### src/cpu_pkg.sv
package cpu_pkg;

	localparam int word_size = 16;
	typedef logic [word_size-1:0] word_t;

	localparam int reg_count = 4;
	typedef logic [$clog2(reg_count)-1:0] reg_addr_t;

	// jal and jrl link here
	localparam reg_addr_t link_reg = 2'd2;

	typedef enum logic [3:0] {
		op_bne = 4'd0,
		op_beq = 4'd1,
		op_bgz = 4'd2,
		op_blz = 4'd3,
		op_adi = 4'd4,
		op_ori = 4'd5,
		op_lhi = 4'd6,
		op_lwd = 4'd7,
		op_swd = 4'd8,
		op_jmp = 4'd9,
		op_jal = 4'd10,
		op_rtype = 4'd15
	} opcode_e;

	typedef enum logic [5:0] {
		fn_add = 6'd0,
		fn_sub = 6'd1,
		fn_and = 6'd2,
		fn_orr = 6'd3,
		fn_not = 6'd4,
		fn_tcp = 6'd5,
		fn_shl = 6'd6,
		fn_shr = 6'd7,
		fn_jpr = 6'd25,
		fn_jrl = 6'd26,
		fn_wwd = 6'd28,
		fn_hlt = 6'd29
	} func_e;

	typedef enum logic [2:0] {
		if_s,
		id_s,
		ex_s,
		mem_s,
		wb_s,
		halt_s
	} state_e;

	typedef enum logic [3:0] {
		alu_add,
		alu_sub,
		alu_and,
		alu_or,
		alu_not,
		alu_tcp,
		alu_shl,
		alu_shr,
		alu_pass_b,
		alu_ne,
		alu_eq,
		alu_gz,
		alu_lz
	} alu_op_e;

	// next pc sources
	localparam logic [1:0] pc_src_seq = 2'd0;
	localparam logic [1:0] pc_src_jump = 2'd1;
	localparam logic [1:0] pc_src_reg = 2'd2;
	localparam logic [1:0] pc_src_branch = 2'd3;

	// register write-back sources and destinations
	localparam logic [1:0] wb_alu = 2'd0;
	localparam logic [1:0] wb_mem = 2'd1;
	localparam logic [1:0] wb_pc1 = 2'd2;
	localparam logic [1:0] dst_rd = 2'd0;
	localparam logic [1:0] dst_rt = 2'd1;
	localparam logic [1:0] dst_link = 2'd2;

	// alu operand sources
	localparam logic alu_a_reg = 1'b0;
	localparam logic alu_a_pc1 = 1'b1;
	localparam logic alu_b_reg = 1'b0;
	localparam logic alu_b_imm = 1'b1;

endpackage

### src/register_file.sv
module register_file (
	input logic clk,
	input cpu_pkg::reg_addr_t read1,
	input cpu_pkg::reg_addr_t read2,
	input cpu_pkg::reg_addr_t write_reg,
	input cpu_pkg::word_t write_data,
	input logic reg_write,
	output cpu_pkg::word_t read_out1,
	output cpu_pkg::word_t read_out2
);

	cpu_pkg::word_t regs [cpu_pkg::reg_count];

	// asynchronous reads
	assign read_out1 = regs[read1];
	assign read_out2 = regs[read2];

	always_ff @(posedge clk) begin
		if (reg_write) begin
			regs[write_reg] <= write_data;
		end
	end

endmodule

### config.mk
export PLATFORM = sky130hd
export DESIGN_NAME = register_file
export DESIGN_NICKNAME = d
export VERILOG_FILES = /design/src/cpu_pkg.sv /design/src/register_file.sv
export SDC_FILE = /design/constraint.sdc
export NUM_CORES = 1
export LEC_CHECK = 0
export ABC_AREA = 0
export ABC_CLOCK_PERIOD_IN_PS = 1800
export BUFFER_PORTS_ARGS = -buffer_cell sky130_fd_sc_hd__buf_4
export CORE_MARGIN = 2
export CORE_UTILIZATION = 49
export DETAILED_ROUTE_END_ITERATION = 8
export MAX_ROUTING_LAYER = met4
export PLACE_DENSITY = 0.75
export SYNTH_ARGS = -nofsm -noshare
export SYNTH_HDL_FRONTEND = slang
export SYNTH_SLANG_ARGS = --single-unit
### constraint.sdc
create_clock -name clk -period 1.8 [get_ports clk]
set_input_delay 0 -clock clk [delete_from_list [all_inputs] [get_ports clk]]
set_output_delay 0 -clock clk [all_outputs]
set_load 0.005 [all_outputs]
==> flow_summary.json <==
{
  "grt_antenna_before_repair": 0,
  "dr.pass1.iters": 4,
  "slew_viol_final": 0,
  "synth_enable_flop_cells": 64,
  "die_area_sq_um": 6340,
  "timing_worst_setup_path_type": "reg -> out",
  "cp_max_fo": 2,
  "reg_with_most_ffs": "regs",
  "power.density_cell_area_nw_per_um2": 946,
  "drt_iter0_markers": 144,
  "hold_viol": 0,
  "syn2layout_area_growth_pct": 29.3,
  "clock_tree_from_tritoncts": "yes",
  "chipWidth_um": 79.6,
  "synth.most_common_cell": "edfxtp_1",
  "avgViaCountPerCell": 5.57,
  "timing_worst_slew_pin_value_ns": 0.316,
  "synth_top_area_share": 0.686,
  "crit_path_max_incr_delay_ns": 0.54,
  "clock_sink_count": 64,
  "totalNegativeSetupSlack_ns": 0,
  "core-area_sq_um": 5510,
  "antennaDiodeCount": 0,
  "synthAdderAreaFrac": 0,
  "vias": 1465,
  "synth_xor_xnor_area_share": 0,
  "rows": 27,
  "postSynthAreaPerCell_sq_um": 25.9,
  "fin_crit_sh": 0.792,
  "flip_flop_and_latch_count_after_synthesis": 64,
  "largest_register_ff_count": 64,
  "cts_made_buffers": 9,
  "grt_overflow_total": 0,
  "minimum_clock_period_after_layout_ns": 1.43,
  "design.final.nets": 210,
  "cts-root-to-sink-buffers": 2,
  "globalplace.congestion": 0.695,
  "groute.usage.overall": 0.185,
  "yosys-top-cells-count": "64 x edfxtp_1, 20 x mux4_2, 12 x mux4_1, 4 x buf_2",
  "max-cap-violations": 0,
  "cp-end-kind": "output port",
  "max_slew_margin": 0.789,
  "finalPower_mw": 3.42,
  "reg.largest.list": "regs (64)",
  "muxShareOfSynthArea": 0.273,
  "placedInstanceArea_sq_um": 3260,
  "ios": 56,
  "rsz0062_at_grt": "false",
  "initial_utilization": 0.509,
  "power.ir.vdd_worst_mv": 0.778,
  "grt_pass1_vias": 1559,
  "fin_ws_ns": 0.375,
  "critPathRequiredTime_ns": 1.80,
  "wl_mm": 5.19,
  "chipHeight_um": 79.6,
  "drtAntennaViolNets": 0,
  "place_ws_ns": 0.714,
  "async_flop_share": 0,
  "worst-endpoint-arrival_ns": 1.43,
  "synth-simple-area-share": 0.0112,
  "synth_cell_type_count": 9,
  "synth_area_leaders": "edfxtp_1 69%, mux4_2 16%, mux4_1 11%, buf_12 1.4%, buf_6 0.80%",
  "synth_flop_cell": "edfxtp_1",
  "achievable-frequency_ghz": 0.702,
  "layout.cell_area.non_filler_sq_um": 3620,
  "cts.reportedPaths.clkPinSlew_ns": 0.07,
  "synthesized_netlist_cell_count": 108,
  "synth-seq-area-share": 0.686,
  "synth.largest_area_cell": "edfxtp_1",
  "root_buffer": "clkbuf_8",
  "status": "complete, no violations",
  "cts-htree-levels": 3,
  "startpoint_type": "flop",
  "fin_util": 0.658,
  "total_leakage_power_nw": 1.32,
  "drive_above_1_share": 0.482,
  "grt_pass1_wl_mm": 8.05,
  "worst_hold_path_class": "in -> reg",
  "synth_top_family_by_area": "multiplexers",
  "avgRoutedWirePerCell_um": 19.7,
  "yosys_warnings": 0,
  "path_cells": "mux4_1 > buf_4",
  "synth_nets": 132,
  "final-setup-viol-count": 0,
  "port_buffers": 55,
  "drt_drc_violations_left": 0,
  "worst_path_max_delay_cell": "mux4_1",
  "cell_area_synth_sq_um": 2800,
  "synth_area_in_compound_gates": 0,
  "grt_max_degree": 17
}
==> cells by family (layout without fill, tap and decap cells) <==
group / Yosys count / count (layout)
buffers and inverters: 8 / 91
multiplexers: 32 / 32
AND/OR/NAND/NOR: 4 / 4
flip-flops: 64 / 64
==> what timing repair did <==
action	CTS	global route
resized for setup	0	0
endpoints found under the hold margin	64	0
hold buffers	16	0
setup buffers	0	0
==> layout make-up <==
| class | instances | area (sq um) |
|---|---|---|
| Sequential cell | 64 | 1920 |
| Multi-Input combinational cell | 36 | 802 |
| Tap cell | 72 | 90.1 |
| Clock inverter | 4 | 68.8 |
| Clock buffer | 12 | 135 |
| Fill cell | 369 | 1890 |
| Timing Repair Buffer | 75 | 603 |
==> routing by layer <==
metal	routed length, um	vias up	global-route usage
met1	2040	748	0.236
met3	314	6	0.0407
li1	-	656	-
met2	2790	55	0.293
met5	0	-	-
met4	55	0	0.0707
==> worst max-delay path: cells and delay by family (launching register included) <==
kind | cells | cell delay [ns]
buffers and inverters | 1 | 0.16
multiplexers | 1 | 0.54
flip-flops | 1 | 0.39
==> metrics by stage <==
stage                     hold WS [ns]  std cells
after floorplan                 0.0989        108
after global placement           0.199        231
after detailed placement         0.205        231
after CTS                        0.192        263
after global routing             0.205        263
final                            0.196        263
==> final timing paths <==
kind / from / to / slack [ns] / depth (start not counted)
max: regs[1][1] / read_out1[1] / 0.37 / 2
min: write_reg[0] / regs[0][14] / 0.20 / 3
==> power by group <==
part / total (mW) / leakage (nW) / internal (mW) / switching (mW)
clock network: 1.28 / 0.102 / 0.775 / 0.510
logic: 0.390 / 0.629 / 0.243 / 0.147
registers: 1.75 / 0.588 / 1.72 / 0.0290
total: 3.42 / 1.32 / 2.74 / 0.686
==> cells in the final DEF, fill, tap and decap left out <==
master / n
clkinv_1: 1
clkbuf_1: 3
bufinv_16: 2
clkinv_2: 1
edfxtp_1: 64
dlygate4sd3_1: 16
and3b_1: 2
buf_4: 59
mux4_1: 12
mux4_2: 20
clkbuf_8: 9
nor3b_2: 1
and3_1: 1
Note: power is estimated with default switching activity, not from simulation.
