<file path="src/cpu_pkg.sv">
package cpu_pkg;

	localparam int word_size = 16;
	typedef logic [word_size-1:0] word_t;

	localparam int reg_count = 4;
	typedef logic [$clog2(reg_count)-1:0] reg_addr_t;

	// jal and jrl link here
	localparam reg_addr_t link_reg = 2'd2;

	typedef enum logic [3:0] {
		op_bne = 4'd0,
		op_beq = 4'd1,
		op_bgz = 4'd2,
		op_blz = 4'd3,
		op_adi = 4'd4,
		op_ori = 4'd5,
		op_lhi = 4'd6,
		op_lwd = 4'd7,
		op_swd = 4'd8,
		op_jmp = 4'd9,
		op_jal = 4'd10,
		op_rtype = 4'd15
	} opcode_e;

	typedef enum logic [5:0] {
		fn_add = 6'd0,
		fn_sub = 6'd1,
		fn_and = 6'd2,
		fn_orr = 6'd3,
		fn_not = 6'd4,
		fn_tcp = 6'd5,
		fn_shl = 6'd6,
		fn_shr = 6'd7,
		fn_jpr = 6'd25,
		fn_jrl = 6'd26,
		fn_wwd = 6'd28,
		fn_hlt = 6'd29
	} func_e;

	typedef enum logic [2:0] {
		if_s,
		id_s,
		ex_s,
		mem_s,
		wb_s,
		halt_s
	} state_e;

	typedef enum logic [3:0] {
		alu_add,
		alu_sub,
		alu_and,
		alu_or,
		alu_not,
		alu_tcp,
		alu_shl,
		alu_shr,
		alu_pass_b,
		alu_ne,
		alu_eq,
		alu_gz,
		alu_lz
	} alu_op_e;

	// next pc sources
	localparam logic [1:0] pc_src_seq = 2'd0;
	localparam logic [1:0] pc_src_jump = 2'd1;
	localparam logic [1:0] pc_src_reg = 2'd2;
	localparam logic [1:0] pc_src_branch = 2'd3;

	// register write-back sources and destinations
	localparam logic [1:0] wb_alu = 2'd0;
	localparam logic [1:0] wb_mem = 2'd1;
	localparam logic [1:0] wb_pc1 = 2'd2;
	localparam logic [1:0] dst_rd = 2'd0;
	localparam logic [1:0] dst_rt = 2'd1;
	localparam logic [1:0] dst_link = 2'd2;

	// alu operand sources
	localparam logic alu_a_reg = 1'b0;
	localparam logic alu_a_pc1 = 1'b1;
	localparam logic alu_b_reg = 1'b0;
	localparam logic alu_b_imm = 1'b1;

endpackage

</file>
<file path="src/alu.sv">
module alu (
	input cpu_pkg::word_t a,
	input cpu_pkg::word_t b,
	input cpu_pkg::alu_op_e op,
	output cpu_pkg::word_t result,
	output logic bcond
);

	localparam int msb = cpu_pkg::word_size - 1;

	logic a_zero;

	assign a_zero = (a == '0);

	always_comb begin
		case (op)
			cpu_pkg::alu_add: result = a + b;
			cpu_pkg::alu_sub: result = a - b;
			cpu_pkg::alu_and: result = a & b;
			cpu_pkg::alu_or: result = a | b;
			cpu_pkg::alu_not: result = ~a;
			cpu_pkg::alu_tcp: result = ~a + 1'b1;
			cpu_pkg::alu_shl: result = {a[msb-1:0], 1'b0};
			// arithmetic shift keeps the sign
			cpu_pkg::alu_shr: result = {a[msb], a[msb:1]};
			cpu_pkg::alu_pass_b: result = b;
			default: result = a - b;
		endcase
	end

	// branch compares treat rs and rt as signed
	always_comb begin
		case (op)
			cpu_pkg::alu_ne: bcond = (a != b);
			cpu_pkg::alu_eq: bcond = (a == b);
			cpu_pkg::alu_gz: bcond = !a[msb] && !a_zero;
			cpu_pkg::alu_lz: bcond = a[msb];
			default: bcond = 1'b0;
		endcase
	end

endmodule

</file>
<file path="config.mk">
export PLATFORM = sky130hd
export DESIGN_NAME = alu
export DESIGN_NICKNAME = d
export VERILOG_FILES = /design/src/cpu_pkg.sv /design/src/alu.sv
export SDC_FILE = /design/constraint.sdc
export NUM_CORES = 1
export LEC_CHECK = 0
export BUFFER_PORTS_ARGS = -buffer_cell sky130_fd_sc_hd__clkbuf_2
export CAP_MARGIN = 5
export CORE_MARGIN = 2
export CORE_UTILIZATION = 38
export DETAILED_ROUTE_END_ITERATION = 10
export PLACE_DENSITY_LB_ADDON = 0.08
export SLEW_MARGIN = 10
export SYNTH_ARGS = -nofsm -noshare
export SYNTH_HDL_FRONTEND = slang
export SYNTH_SLANG_ARGS = --single-unit
</file>
<file path="constraint.sdc">
create_clock -name vclk -period 2.6
set_input_delay 0.26 -clock vclk [all_inputs]
set_output_delay 0.26 -clock vclk [all_outputs]
set_load 0.005 [all_outputs]
</file>
==> run metrics <==
Power Internal 0.5221 mW; Cells after Synth 477; WP data required 2.34 ns; Multi-input gate area 0.003422 mm^2; Worst-Margin Slew 0.4522 ns; share of total power in the clock network 0%; most common cell after layout, fill and taps aside buf_4; Hold Startpoint a[15]; Min-Delay Path Class in2out; Final Non-Filler Cells 749; total track usage 29.45%; Relative slew margins 69.07%; synthesized area 0.003318 mm^2; worst path bufs/invs 5; Via density 6.035; CP max-delay cell or4_4; Die Span X 97.45 um; CP endpoint kind output port; Layout clock buffers 0; via count 4520; Area growth syn-to-layout 55.02%; Unique masters post-synth 74; Psw 0.5789 mW; die height 97.45 um; Switching Share 52.58%; Worst Slack Setup Final -0.06152 ns; Residual DRC 0; Max Fanout on Critical Path 4; placer congestion estimate 0.9470; Tot Pwr 1.101 mW; minimum clock period 2.662 ns; Crit path largest cell delay 0.45 ns; Hold Violations, Final 0; family with the most delay on the worst path simple AND/OR/NAND/NOR gates; layout cell share with drive strength beyond 1 42.59%; Finish-stage setup viols 6; vias in the first global route 4374; maximum clock frequency 0.3757 GHz; die area 0.009496 mm^2; Starting DRT DRC Count 301; Flop pwr share 0%; Core Rows 34; sequential standard cell area 0 um^2; PD cells 214.0 mW/mm^2; hold buffers post-CTS 0; core area 0.008593 mm^2; max cap viols 0; nets@finish 734; total wire length 14680 um; initial antenna violation count 0; Most Frequent Cell on Critical Path buf_4; Hold Crit Depth 4; Syn. warnings 0; Layout fillers 842; part of the Yosys area used for sequential elements 0%; starting density of the core 38.61%; Final Max Slew Viols 0; PortBufs 53; Ports 53; syn nets 568; failing checks negative setup slack; hpwl dp 11550 um; CP cell instances clkbuf_16 -> inv_2 -> buf_4 -> ha_2 -> nor2b_4 -> nand2_2 -> or4_4 -> a311oi_4 -> buf_4 -> a32oi_1 -> nand2_1 -> a22oi_2 -> clkbuf_2; Worst Hold End bcond; RSZ-0062 raised after global routing yes; kind of critical path in2out; Cells after DPL 733; final antenna-violating net count 0; 1st-pass router iterations 5; per-cell routed wire length 19.60 um; total gr overflow 0; Critical Path Start Type primary input; Max VDD drop 0.00009505 V; first-pass GRT wire length 23000 um; Gate power share 100.0%; fin crit share 102.4%; num sequential 0; Static Leak 2.353 nW; n_diodes 0; largest net degree at the start of global routing 22; final hold slack 0.9682 ns; CP Data Arrival Time 2.40 ns; mean post-synth cell area 6.956 um^2; status finished with violations; commonest non-fill, non-tap cells in the layout buf_4, clkbuf_2, ha_1, a21oi_1, inv_1
==> worst max-delay path by stage <==
stage | from | end | slack (ns) | cells past startpoint
floorplan | a[3] | result[14] | 0.03 | 11
global placement | a[1] | result[15] | -0.27 | 11
detailed placement | b[0] | result[10] | -0.31 | 12
CTS | b[0] | result[10] | -0.17 | 12
global route | a[9] | result[14] | -0.16 | 11
finish | a[1] | result[14] | -0.06 | 13
==> per-layer routing <==
layer | global-route usage, % | part of all wire [%]
met5 | 0 | 0
met1 | 37.44 | 42
met3 | 2.374 | 6.0
met2 | 52.89 | 49
met4 | 8.547 | 2.6
==> cell type report <==
type,count,area share (%)
Multi-Input combinational cell,400,66.53
Timing Repair Buffer,195,27.44
Inverter,46,3.405
Tap cell,108,2.627
==> power by group through the flow <==
stage,Clock [mW],Combinational [mW],Sequential [mW]
after global placement,0,0.906,0
after global routing,0,1.18,0
after floorplan,0,0.486,0
final,0,1.10,0
after CTS,0,1.01,0
after detailed placement,0,0.915,0
==> cell usage after synthesis (9+ instances only) <==
cell | count | area (um^2)
nand3_1 | 12 | 60.06
a221oi_1 | 11 | 96.34
o21ai_0 | 28 | 140.1
o22ai_1 | 9 | 56.30
ha_1 | 53 | 663.1
clkbuf_1 | 13 | 48.80
nor2_1 | 30 | 112.6
a21oi_1 | 46 | 230.2
nor3_1 | 17 | 85.08
xnor2_1 | 13 | 113.9
nand2_1 | 30 | 112.6
buf_2 | 11 | 55.05
inv_1 | 45 | 168.9
==> per-stage QoR <==
stage	utilization, %	TNS [ns]	setup slack (ns)	cell area (um^2)
2_1_floorplan	-	0	0.02672	3318
3_3_place_gp	52.81	-1.636	-0.2721	4538
3_5_place_dp	52.81	-1.885	-0.3071	4538
4_1_cts	56.86	-0.4090	-0.1678	4886
5_1_grt	59.86	-0.7418	-0.1594	5144
6_report	59.86	-0.2795	-0.06152	5144
==> what timing repair did <==
action | 4_1_cts | 5_1_grt
pin swaps | 25 | 29
setup endpoints to repair | 9 | 11
buffers inserted | 9 | 9
resized for setup | 58 | 50
==> logic make-up (layout without fill, tap and decap cells) <==
| family | after synthesis | count (layout) | share of synthesized area [%] |
|---|---|---|---|
| simple gates | 137 | 137 | 23.08 |
| xor+xnor | 15 | 15 | 3.959 |
| buf+inv | 77 | 241 | 9.577 |
| compound gates | 186 | 186 | 39.52 |
| fa+ha+maj | 55 | 55 | 21.19 |
| mux | 7 | 7 | 2.677 |
Note: power is estimated with default switching activity, not from simulation.
