$ cat src/cpu_pkg.sv
package cpu_pkg;

	localparam int word_size = 16;
	typedef logic [word_size-1:0] word_t;

	localparam int reg_count = 4;
	typedef logic [$clog2(reg_count)-1:0] reg_addr_t;

	// jal and jrl link here
	localparam reg_addr_t link_reg = 2'd2;

	typedef enum logic [3:0] {
		op_bne = 4'd0,
		op_beq = 4'd1,
		op_bgz = 4'd2,
		op_blz = 4'd3,
		op_adi = 4'd4,
		op_ori = 4'd5,
		op_lhi = 4'd6,
		op_lwd = 4'd7,
		op_swd = 4'd8,
		op_jmp = 4'd9,
		op_jal = 4'd10,
		op_rtype = 4'd15
	} opcode_e;

	typedef enum logic [5:0] {
		fn_add = 6'd0,
		fn_sub = 6'd1,
		fn_and = 6'd2,
		fn_orr = 6'd3,
		fn_not = 6'd4,
		fn_tcp = 6'd5,
		fn_shl = 6'd6,
		fn_shr = 6'd7,
		fn_jpr = 6'd25,
		fn_jrl = 6'd26,
		fn_wwd = 6'd28,
		fn_hlt = 6'd29
	} func_e;

	typedef enum logic [2:0] {
		if_s,
		id_s,
		ex_s,
		mem_s,
		wb_s,
		halt_s
	} state_e;

	typedef enum logic [3:0] {
		alu_add,
		alu_sub,
		alu_and,
		alu_or,
		alu_not,
		alu_tcp,
		alu_shl,
		alu_shr,
		alu_pass_b,
		alu_ne,
		alu_eq,
		alu_gz,
		alu_lz
	} alu_op_e;

	// next pc sources
	localparam logic [1:0] pc_src_seq = 2'd0;
	localparam logic [1:0] pc_src_jump = 2'd1;
	localparam logic [1:0] pc_src_reg = 2'd2;
	localparam logic [1:0] pc_src_branch = 2'd3;

	// register write-back sources and destinations
	localparam logic [1:0] wb_alu = 2'd0;
	localparam logic [1:0] wb_mem = 2'd1;
	localparam logic [1:0] wb_pc1 = 2'd2;
	localparam logic [1:0] dst_rd = 2'd0;
	localparam logic [1:0] dst_rt = 2'd1;
	localparam logic [1:0] dst_link = 2'd2;

	// alu operand sources
	localparam logic alu_a_reg = 1'b0;
	localparam logic alu_a_pc1 = 1'b1;
	localparam logic alu_b_reg = 1'b0;
	localparam logic alu_b_imm = 1'b1;

endpackage

$ cat src/cpu_ctrl_if.sv
interface cpu_ctrl_if;
	logic pc_write;
	logic ir_write;
	logic mem_read;
	logic mem_write;
	// high selects the alu output register as memory address
	logic i_or_d;
	logic reg_write;
	logic [1:0] reg_dst_sel;
	logic [1:0] wb_sel;
	logic alu_a_sel;
	logic alu_b_sel;
	cpu_pkg::alu_op_e alu_op;
	logic [1:0] pc_src;
	logic wwd;
	logic halt;
	logic new_inst;

	// decoded instruction fields and branch result
	cpu_pkg::opcode_e opcode;
	cpu_pkg::func_e func;
	logic bcond;

	modport control (
		output pc_write, ir_write, mem_read, mem_write, i_or_d,
		output reg_write, reg_dst_sel, wb_sel, alu_a_sel, alu_b_sel, alu_op,
		output pc_src, wwd, halt, new_inst,
		input opcode, func, bcond
	);

	modport datapath (
		input pc_write, ir_write, mem_read, mem_write, i_or_d,
		input reg_write, reg_dst_sel, wb_sel, alu_a_sel, alu_b_sel, alu_op,
		input pc_src, wwd, halt, new_inst,
		output opcode, func, bcond
	);
endinterface

$ cat src/control_unit.sv
module control_unit (
	input logic clk,
	input logic reset_n,
	cpu_ctrl_if.control ctrl
);

	cpu_pkg::state_e state;
	cpu_pkg::state_e state_next;
	logic is_rtype;
	logic is_branch;

	function automatic cpu_pkg::alu_op_e ex_alu_op(
		input cpu_pkg::opcode_e opcode,
		input cpu_pkg::func_e func
	);
		case (opcode)
			cpu_pkg::op_rtype: begin
				case (func)
					cpu_pkg::fn_sub: return cpu_pkg::alu_sub;
					cpu_pkg::fn_and: return cpu_pkg::alu_and;
					cpu_pkg::fn_orr: return cpu_pkg::alu_or;
					cpu_pkg::fn_not: return cpu_pkg::alu_not;
					cpu_pkg::fn_tcp: return cpu_pkg::alu_tcp;
					cpu_pkg::fn_shl: return cpu_pkg::alu_shl;
					cpu_pkg::fn_shr: return cpu_pkg::alu_shr;
					default: return cpu_pkg::alu_add;
				endcase
			end
			cpu_pkg::op_ori: return cpu_pkg::alu_or;
			cpu_pkg::op_lhi: return cpu_pkg::alu_pass_b;
			cpu_pkg::op_bne: return cpu_pkg::alu_ne;
			cpu_pkg::op_beq: return cpu_pkg::alu_eq;
			cpu_pkg::op_bgz: return cpu_pkg::alu_gz;
			cpu_pkg::op_blz: return cpu_pkg::alu_lz;
			// adi and the lwd/swd address
			default: return cpu_pkg::alu_add;
		endcase
	endfunction

	assign is_rtype = (ctrl.opcode == cpu_pkg::op_rtype);
	assign is_branch = (ctrl.opcode == cpu_pkg::op_bne) || (ctrl.opcode == cpu_pkg::op_beq)
		|| (ctrl.opcode == cpu_pkg::op_bgz) || (ctrl.opcode == cpu_pkg::op_blz);

	always_ff @(posedge clk) begin
		if (!reset_n) begin
			state <= cpu_pkg::if_s;
		end else begin
			state <= state_next;
		end
	end

	always_comb begin
		ctrl.pc_write = 1'b0;
		ctrl.ir_write = 1'b0;
		ctrl.mem_read = 1'b0;
		ctrl.mem_write = 1'b0;
		ctrl.i_or_d = 1'b0;
		ctrl.reg_write = 1'b0;
		ctrl.reg_dst_sel = cpu_pkg::dst_rd;
		ctrl.wb_sel = cpu_pkg::wb_alu;
		ctrl.alu_a_sel = cpu_pkg::alu_a_reg;
		ctrl.alu_b_sel = cpu_pkg::alu_b_reg;
		ctrl.alu_op = cpu_pkg::alu_add;
		ctrl.pc_src = cpu_pkg::pc_src_seq;
		ctrl.wwd = 1'b0;
		ctrl.halt = 1'b0;
		ctrl.new_inst = 1'b0;
		state_next = state;

		case (state)
			cpu_pkg::if_s: begin
				ctrl.mem_read = 1'b1;
				ctrl.ir_write = 1'b1;
				state_next = cpu_pkg::id_s;
			end
			cpu_pkg::id_s: begin
				// branch target pc+1+imm lands in the alu output register
				ctrl.alu_a_sel = cpu_pkg::alu_a_pc1;
				ctrl.alu_b_sel = cpu_pkg::alu_b_imm;
				state_next = cpu_pkg::ex_s;
				case (ctrl.opcode)
					cpu_pkg::op_jmp, cpu_pkg::op_jal: begin
						ctrl.pc_write = 1'b1;
						ctrl.pc_src = cpu_pkg::pc_src_jump;
						ctrl.reg_write = (ctrl.opcode == cpu_pkg::op_jal);
						ctrl.reg_dst_sel = cpu_pkg::dst_link;
						ctrl.wb_sel = cpu_pkg::wb_pc1;
						ctrl.new_inst = 1'b1;
						state_next = cpu_pkg::if_s;
					end
					cpu_pkg::op_rtype: begin
						case (ctrl.func)
							cpu_pkg::fn_jpr, cpu_pkg::fn_jrl: begin
								ctrl.pc_write = 1'b1;
								ctrl.pc_src = cpu_pkg::pc_src_reg;
								ctrl.reg_write = (ctrl.func == cpu_pkg::fn_jrl);
								ctrl.reg_dst_sel = cpu_pkg::dst_link;
								ctrl.wb_sel = cpu_pkg::wb_pc1;
								ctrl.new_inst = 1'b1;
								state_next = cpu_pkg::if_s;
							end
							cpu_pkg::fn_wwd: begin
								ctrl.wwd = 1'b1;
								ctrl.pc_write = 1'b1;
								ctrl.new_inst = 1'b1;
								state_next = cpu_pkg::if_s;
							end
							cpu_pkg::fn_hlt: begin
								ctrl.new_inst = 1'b1;
								state_next = cpu_pkg::halt_s;
							end
							default: state_next = cpu_pkg::ex_s;
						endcase
					end
					default: state_next = cpu_pkg::ex_s;
				endcase
			end
			cpu_pkg::ex_s: begin
				ctrl.alu_op = ex_alu_op(ctrl.opcode, ctrl.func);
				if (!is_rtype && !is_branch) begin
					ctrl.alu_b_sel = cpu_pkg::alu_b_imm;
				end
				if (is_branch) begin
					ctrl.pc_write = 1'b1;
					ctrl.pc_src = ctrl.bcond ? cpu_pkg::pc_src_branch : cpu_pkg::pc_src_seq;
					ctrl.new_inst = 1'b1;
					state_next = cpu_pkg::if_s;
				end else if (ctrl.opcode == cpu_pkg::op_lwd || ctrl.opcode == cpu_pkg::op_swd) begin
					state_next = cpu_pkg::mem_s;
				end else begin
					state_next = cpu_pkg::wb_s;
				end
			end
			cpu_pkg::mem_s: begin
				ctrl.i_or_d = 1'b1;
				if (ctrl.opcode == cpu_pkg::op_swd) begin
					ctrl.mem_write = 1'b1;
					ctrl.pc_write = 1'b1;
					ctrl.new_inst = 1'b1;
					state_next = cpu_pkg::if_s;
				end else begin
					ctrl.mem_read = 1'b1;
					state_next = cpu_pkg::wb_s;
				end
			end
			cpu_pkg::wb_s: begin
				ctrl.reg_write = 1'b1;
				ctrl.reg_dst_sel = is_rtype ? cpu_pkg::dst_rd : cpu_pkg::dst_rt;
				ctrl.wb_sel = (ctrl.opcode == cpu_pkg::op_lwd) ? cpu_pkg::wb_mem : cpu_pkg::wb_alu;
				ctrl.pc_write = 1'b1;
				ctrl.new_inst = 1'b1;
				state_next = cpu_pkg::if_s;
			end
			cpu_pkg::halt_s: begin
				ctrl.halt = 1'b1;
			end
			default: state_next = cpu_pkg::if_s;
		endcase
	end

endmodule

$ cat src/flat_wrapper.sv
// flat-port wrapper written by rule: the top's interface ports become plain ports
module control_unit_flat 
  (clk, reset_n, ctrl_pc_write, ctrl_ir_write, ctrl_mem_read, ctrl_mem_write, ctrl_i_or_d, ctrl_reg_write, ctrl_reg_dst_sel, ctrl_wb_sel, ctrl_alu_a_sel, ctrl_alu_b_sel, ctrl_alu_op, ctrl_pc_src, ctrl_wwd, ctrl_halt, ctrl_new_inst, ctrl_opcode, ctrl_func, ctrl_bcond);
  cpu_ctrl_if ctrl_i ();
  input logic clk;
  input logic reset_n;
  output wire logic [$bits(ctrl_i.pc_write)-1:0] ctrl_pc_write;
  output wire logic [$bits(ctrl_i.ir_write)-1:0] ctrl_ir_write;
  output wire logic [$bits(ctrl_i.mem_read)-1:0] ctrl_mem_read;
  output wire logic [$bits(ctrl_i.mem_write)-1:0] ctrl_mem_write;
  output wire logic [$bits(ctrl_i.i_or_d)-1:0] ctrl_i_or_d;
  output wire logic [$bits(ctrl_i.reg_write)-1:0] ctrl_reg_write;
  output wire logic [$bits(ctrl_i.reg_dst_sel)-1:0] ctrl_reg_dst_sel;
  output wire logic [$bits(ctrl_i.wb_sel)-1:0] ctrl_wb_sel;
  output wire logic [$bits(ctrl_i.alu_a_sel)-1:0] ctrl_alu_a_sel;
  output wire logic [$bits(ctrl_i.alu_b_sel)-1:0] ctrl_alu_b_sel;
  output wire logic [$bits(ctrl_i.alu_op)-1:0] ctrl_alu_op;
  output wire logic [$bits(ctrl_i.pc_src)-1:0] ctrl_pc_src;
  output wire logic [$bits(ctrl_i.wwd)-1:0] ctrl_wwd;
  output wire logic [$bits(ctrl_i.halt)-1:0] ctrl_halt;
  output wire logic [$bits(ctrl_i.new_inst)-1:0] ctrl_new_inst;
  input wire logic [$bits(ctrl_i.opcode)-1:0] ctrl_opcode;
  input wire logic [$bits(ctrl_i.func)-1:0] ctrl_func;
  input wire logic [$bits(ctrl_i.bcond)-1:0] ctrl_bcond;
  assign ctrl_pc_write = ctrl_i.pc_write;
  assign ctrl_ir_write = ctrl_i.ir_write;
  assign ctrl_mem_read = ctrl_i.mem_read;
  assign ctrl_mem_write = ctrl_i.mem_write;
  assign ctrl_i_or_d = ctrl_i.i_or_d;
  assign ctrl_reg_write = ctrl_i.reg_write;
  assign ctrl_reg_dst_sel = ctrl_i.reg_dst_sel;
  assign ctrl_wb_sel = ctrl_i.wb_sel;
  assign ctrl_alu_a_sel = ctrl_i.alu_a_sel;
  assign ctrl_alu_b_sel = ctrl_i.alu_b_sel;
  assign ctrl_alu_op = ctrl_i.alu_op;
  assign ctrl_pc_src = ctrl_i.pc_src;
  assign ctrl_wwd = ctrl_i.wwd;
  assign ctrl_halt = ctrl_i.halt;
  assign ctrl_new_inst = ctrl_i.new_inst;
  assign ctrl_i.opcode = ctrl_opcode;
  assign ctrl_i.func = ctrl_func;
  assign ctrl_i.bcond = ctrl_bcond;
  control_unit u_core (.clk(clk), .reset_n(reset_n), .ctrl(ctrl_i));
endmodule
$ cat config.mk
export PLATFORM = sky130hd
export DESIGN_NAME = control_unit_flat
export DESIGN_NICKNAME = d
export VERILOG_FILES = /design/src/cpu_pkg.sv /design/src/cpu_ctrl_if.sv /design/src/control_unit.sv /design/src/flat_wrapper.sv
export SDC_FILE = /design/constraint.sdc
export NUM_CORES = 1
export LEC_CHECK = 0
export BUFFER_PORTS_ARGS = -buffer_cell sky130_fd_sc_hd__clkbuf_2
export CAP_MARGIN = 20
export CORE_AREA = 2 2 39 41
export DETAILED_ROUTE_END_ITERATION = 16
export DIE_AREA = 0 0 41 43
export GPL_ROUTABILITY_DRIVEN = 0
export PLACE_DENSITY = 0.76
export SLEW_MARGIN = 0
export SYNTH_ARGS = -nofsm -noshare
export SYNTH_HDL_FRONTEND = slang
export SYNTH_SLANG_ARGS = --single-unit
export TNS_END_PERCENT = 5
$ cat constraint.sdc
create_clock -name clk -period 2.3 [get_ports clk]
set_input_delay 0.23 -clock clk [delete_from_list [all_inputs] [get_ports clk]]
set_output_delay 0.23 -clock clk [all_outputs]
set_load 0.01 [all_outputs]
==> results.md <==
* Status: finished clean
* Hold Crit Class: input pin to flip-flop
* First-pass GRT wire length at 2340 um
* Largest net degree at the start of global routing at 12
* Overflow after GRT at 0
* Syn Nets at 97
* Layout area overhead at 34.2%
* FF+latch area at 60.1 um2
* Highest Clock Rate at 473 MHz
* Initial antenna violation count at 0
* Clock Latency Late Sink at 230 ps
* TNS Setup at 0 ps
* Worst path slowest cell: or3b_2
* RSZ-0062 raised after global routing: no
* CP top delay family: simple AND/OR/NAND/NOR gates
* Multi-input gate area at 423 um2
* Io pins at 34
* Worst Path Buf+Inv at 1
* Post-synth cell types at 36
* Initial core utilization at 38.6%
* RR Endpoint: u_core.state[2]$_SDFFE_PN0N_
* Port bufs at 33
* Register area share after synthesis at 11.2%
* Vias in the first global route at 564
* PostCTS Resize Cnt at 0
* Reg-to-reg startpoint: u_core.state[0]$_SDFFE_PN0N_
* Vias at 683
* Cell area after synthesis at 534 um2
* Die Span X at 41 um
* Syn avg cell area at 6.36 um2
* Initial drt markers at 6
* Layout cells sized above 1 at 36.5%
* Worst VDD drop at 0.000273 V
* Final setup fails at 0
* TritonRoute pass-1 iters at 4
* Slew of the pin with the lowest slew margin at 446 ps
* FILL cells at 149
* Top Registers: u_core.state x3
* Highest-count cells in the layout ignoring fill and taps: clkbuf_2, nor2_1, nand2_1
* Row count at 14
* WP data arrival at 1890 ps
* NumNets Final at 129
* Yosys warns at 0
* Final WL at 1520 um
* Hold Path Depth at 2
* Slew Viols, Final at 0
* Leak at 0.000378 uW
* Startpoint types: flip-flop
* Number of diodes at 0
* Async SR Flop Fraction at 0%
* Flop-to-flop setup slack at 650 ps
* Die area at 1760 um2
* Yosys reg bits at 3
* Worst slew margin at 70.0%
* TritonCTS clock tree: built
* Depth of the CTS H-tree at 1
* Commonest non-fill, non-tap cell in the layout: clkbuf_2
* Vias per cell at 5.21
* Core Box Area at 1380 um2
* Pwr/cell area at 487 nW/um2
* Fin crit share at 92.0%
* Clock Path Buffers at 2
* Setup bufs post-CTS at 0
* Antenna Nets Post-Route at 0
* Layout Skew at 0.516 ps
* Critical Path Sink Type: output port
* Root Buffer: clkbuf_4
* GRT Total Usage at 19.6%
* CTS Sinks at 3
* Commonest register cell after synthesis: dfxtp_1
* Drc violations at 0
* Worst setup margin at 184 ps
* Mean routed wirelength per cell at 11.6 um
* Critical Path Start: u_core.state[1]$_SDFFE_PN0N_
* Most frequent CP cell: nand2_1
* Critical Setup Path Class: flip-flop to output port
* Crit Path Max Fanout at 8
* Post-synth EDFFs at 0
* CP peak stage delay at 560 ps
* Largest Register: u_core.state
* TritonCTS buffer count at 3
* Largest register FFs at 3
* Hold Buf Count CTS at 0
* Reg2Reg Depth at 4
* Clk slew on worst S/H paths at 40 ps
* Die Ht at 43 um
* CP required at 2070 ps
* Mapped Cells at 84
* Crit-path cells: or3b_2 -> nor3_1 -> nand2_1 -> nand2_1 -> clkbuf_2
* Min-delay src: reset_n
* Max_cap viols at 0
* Final Hold Vio Count at 0
* DPL Wire Length at 1230 um
* Worst Hold End: u_core.state[2]$_SDFFE_PN0N_
* Final Critical Period at 2120 ps
* DP Worst Slack at 424 ps
==> kinds of logic after synthesis <==
logic type             share of synthesized area, %
AO/OA/AOI/OAI                                  25.5
XOR/XNOR                                       4.92
buffers and inverters                          9.60
flip-flops                                     11.2
AND/OR/NAND/NOR                                48.7
==> layer usage <==
| layer | GRT usage [%] | part of all wire [%] |
|---|---|---|
| met1 | 23.1 | 42 |
| met2 | 30.3 | 51 |
| met3 | 4.71 | 6.2 |
| met4 | 11.3 | 0 |
| met5 | 0 | 0 |
==> area by class of cell <==
class | count | share of cell area, %
Clock buffer | 4 | 3.66
Inverter | 6 | 3.14
Multi-Input combinational cell | 69 | 59.0
Sequential cell | 3 | 8.38
Tap cell | 16 | 2.79
Timing Repair Buffer | 33 | 23.0
==> worst max-delay path by stage <==
| stage | endpoint | depth (start not counted) |
|---|---|---|
| 2_1_floorplan | ctrl_pc_src[0] | 6 |
| 3_3_place_gp | ctrl_pc_src[0] | 5 |
| 3_5_place_dp | ctrl_pc_src[0] | 5 |
| 4_1_cts | ctrl_pc_src[0] | 5 |
| 5_1_grt | ctrl_pc_src[0] | 5 |
| 6_report | ctrl_pc_src[0] | 5 |
==> stage by stage <==
step	power, uW	hold slack, ps	std cells	cell area, um2	utilization, %
global route	385	253	131	717	51.8
floorplan	194	348	84	534	-
finish	349	251	131	717	51.8
CTS	356	246	131	717	51.8
detailed placement	258	495	127	691	49.9
global placement	254	474	127	691	49.9
==> synthesized netlist by cell type (2+ instances only) <==
| library cell | number | area share (%) |
|---|---|---|
| clkbuf_1 | 3 | 2.1 |
| nand2b_1 | 5 | 5.9 |
| nor3_1 | 4 | 3.7 |
| a21oi_1 | 2 | 1.9 |
| o21a_1 | 2 | 2.8 |
| xnor2_1 | 2 | 3.3 |
| nand2_1 | 8 | 5.6 |
| o21ai_0 | 4 | 3.7 |
| inv_1 | 6 | 4.2 |
| dfxtp_1 | 3 | 11 |
| nor2_1 | 15 | 11 |
| nand3_1 | 2 | 1.9 |
| nand3b_1 | 2 | 2.8 |
| a211oi_1 | 2 | 2.8 |
| nand4_1 | 2 | 2.3 |
| nor4_1 | 2 | 2.3 |
==> power by group <==
| part | switching, uW | internal [uW] |
|---|---|---|
| clock | 27.1 | 65.0 |
| combinational | 99.9 | 80.1 |
| sequential | 16.0 | 61.1 |
Note: power is estimated with default switching activity, not from simulation.
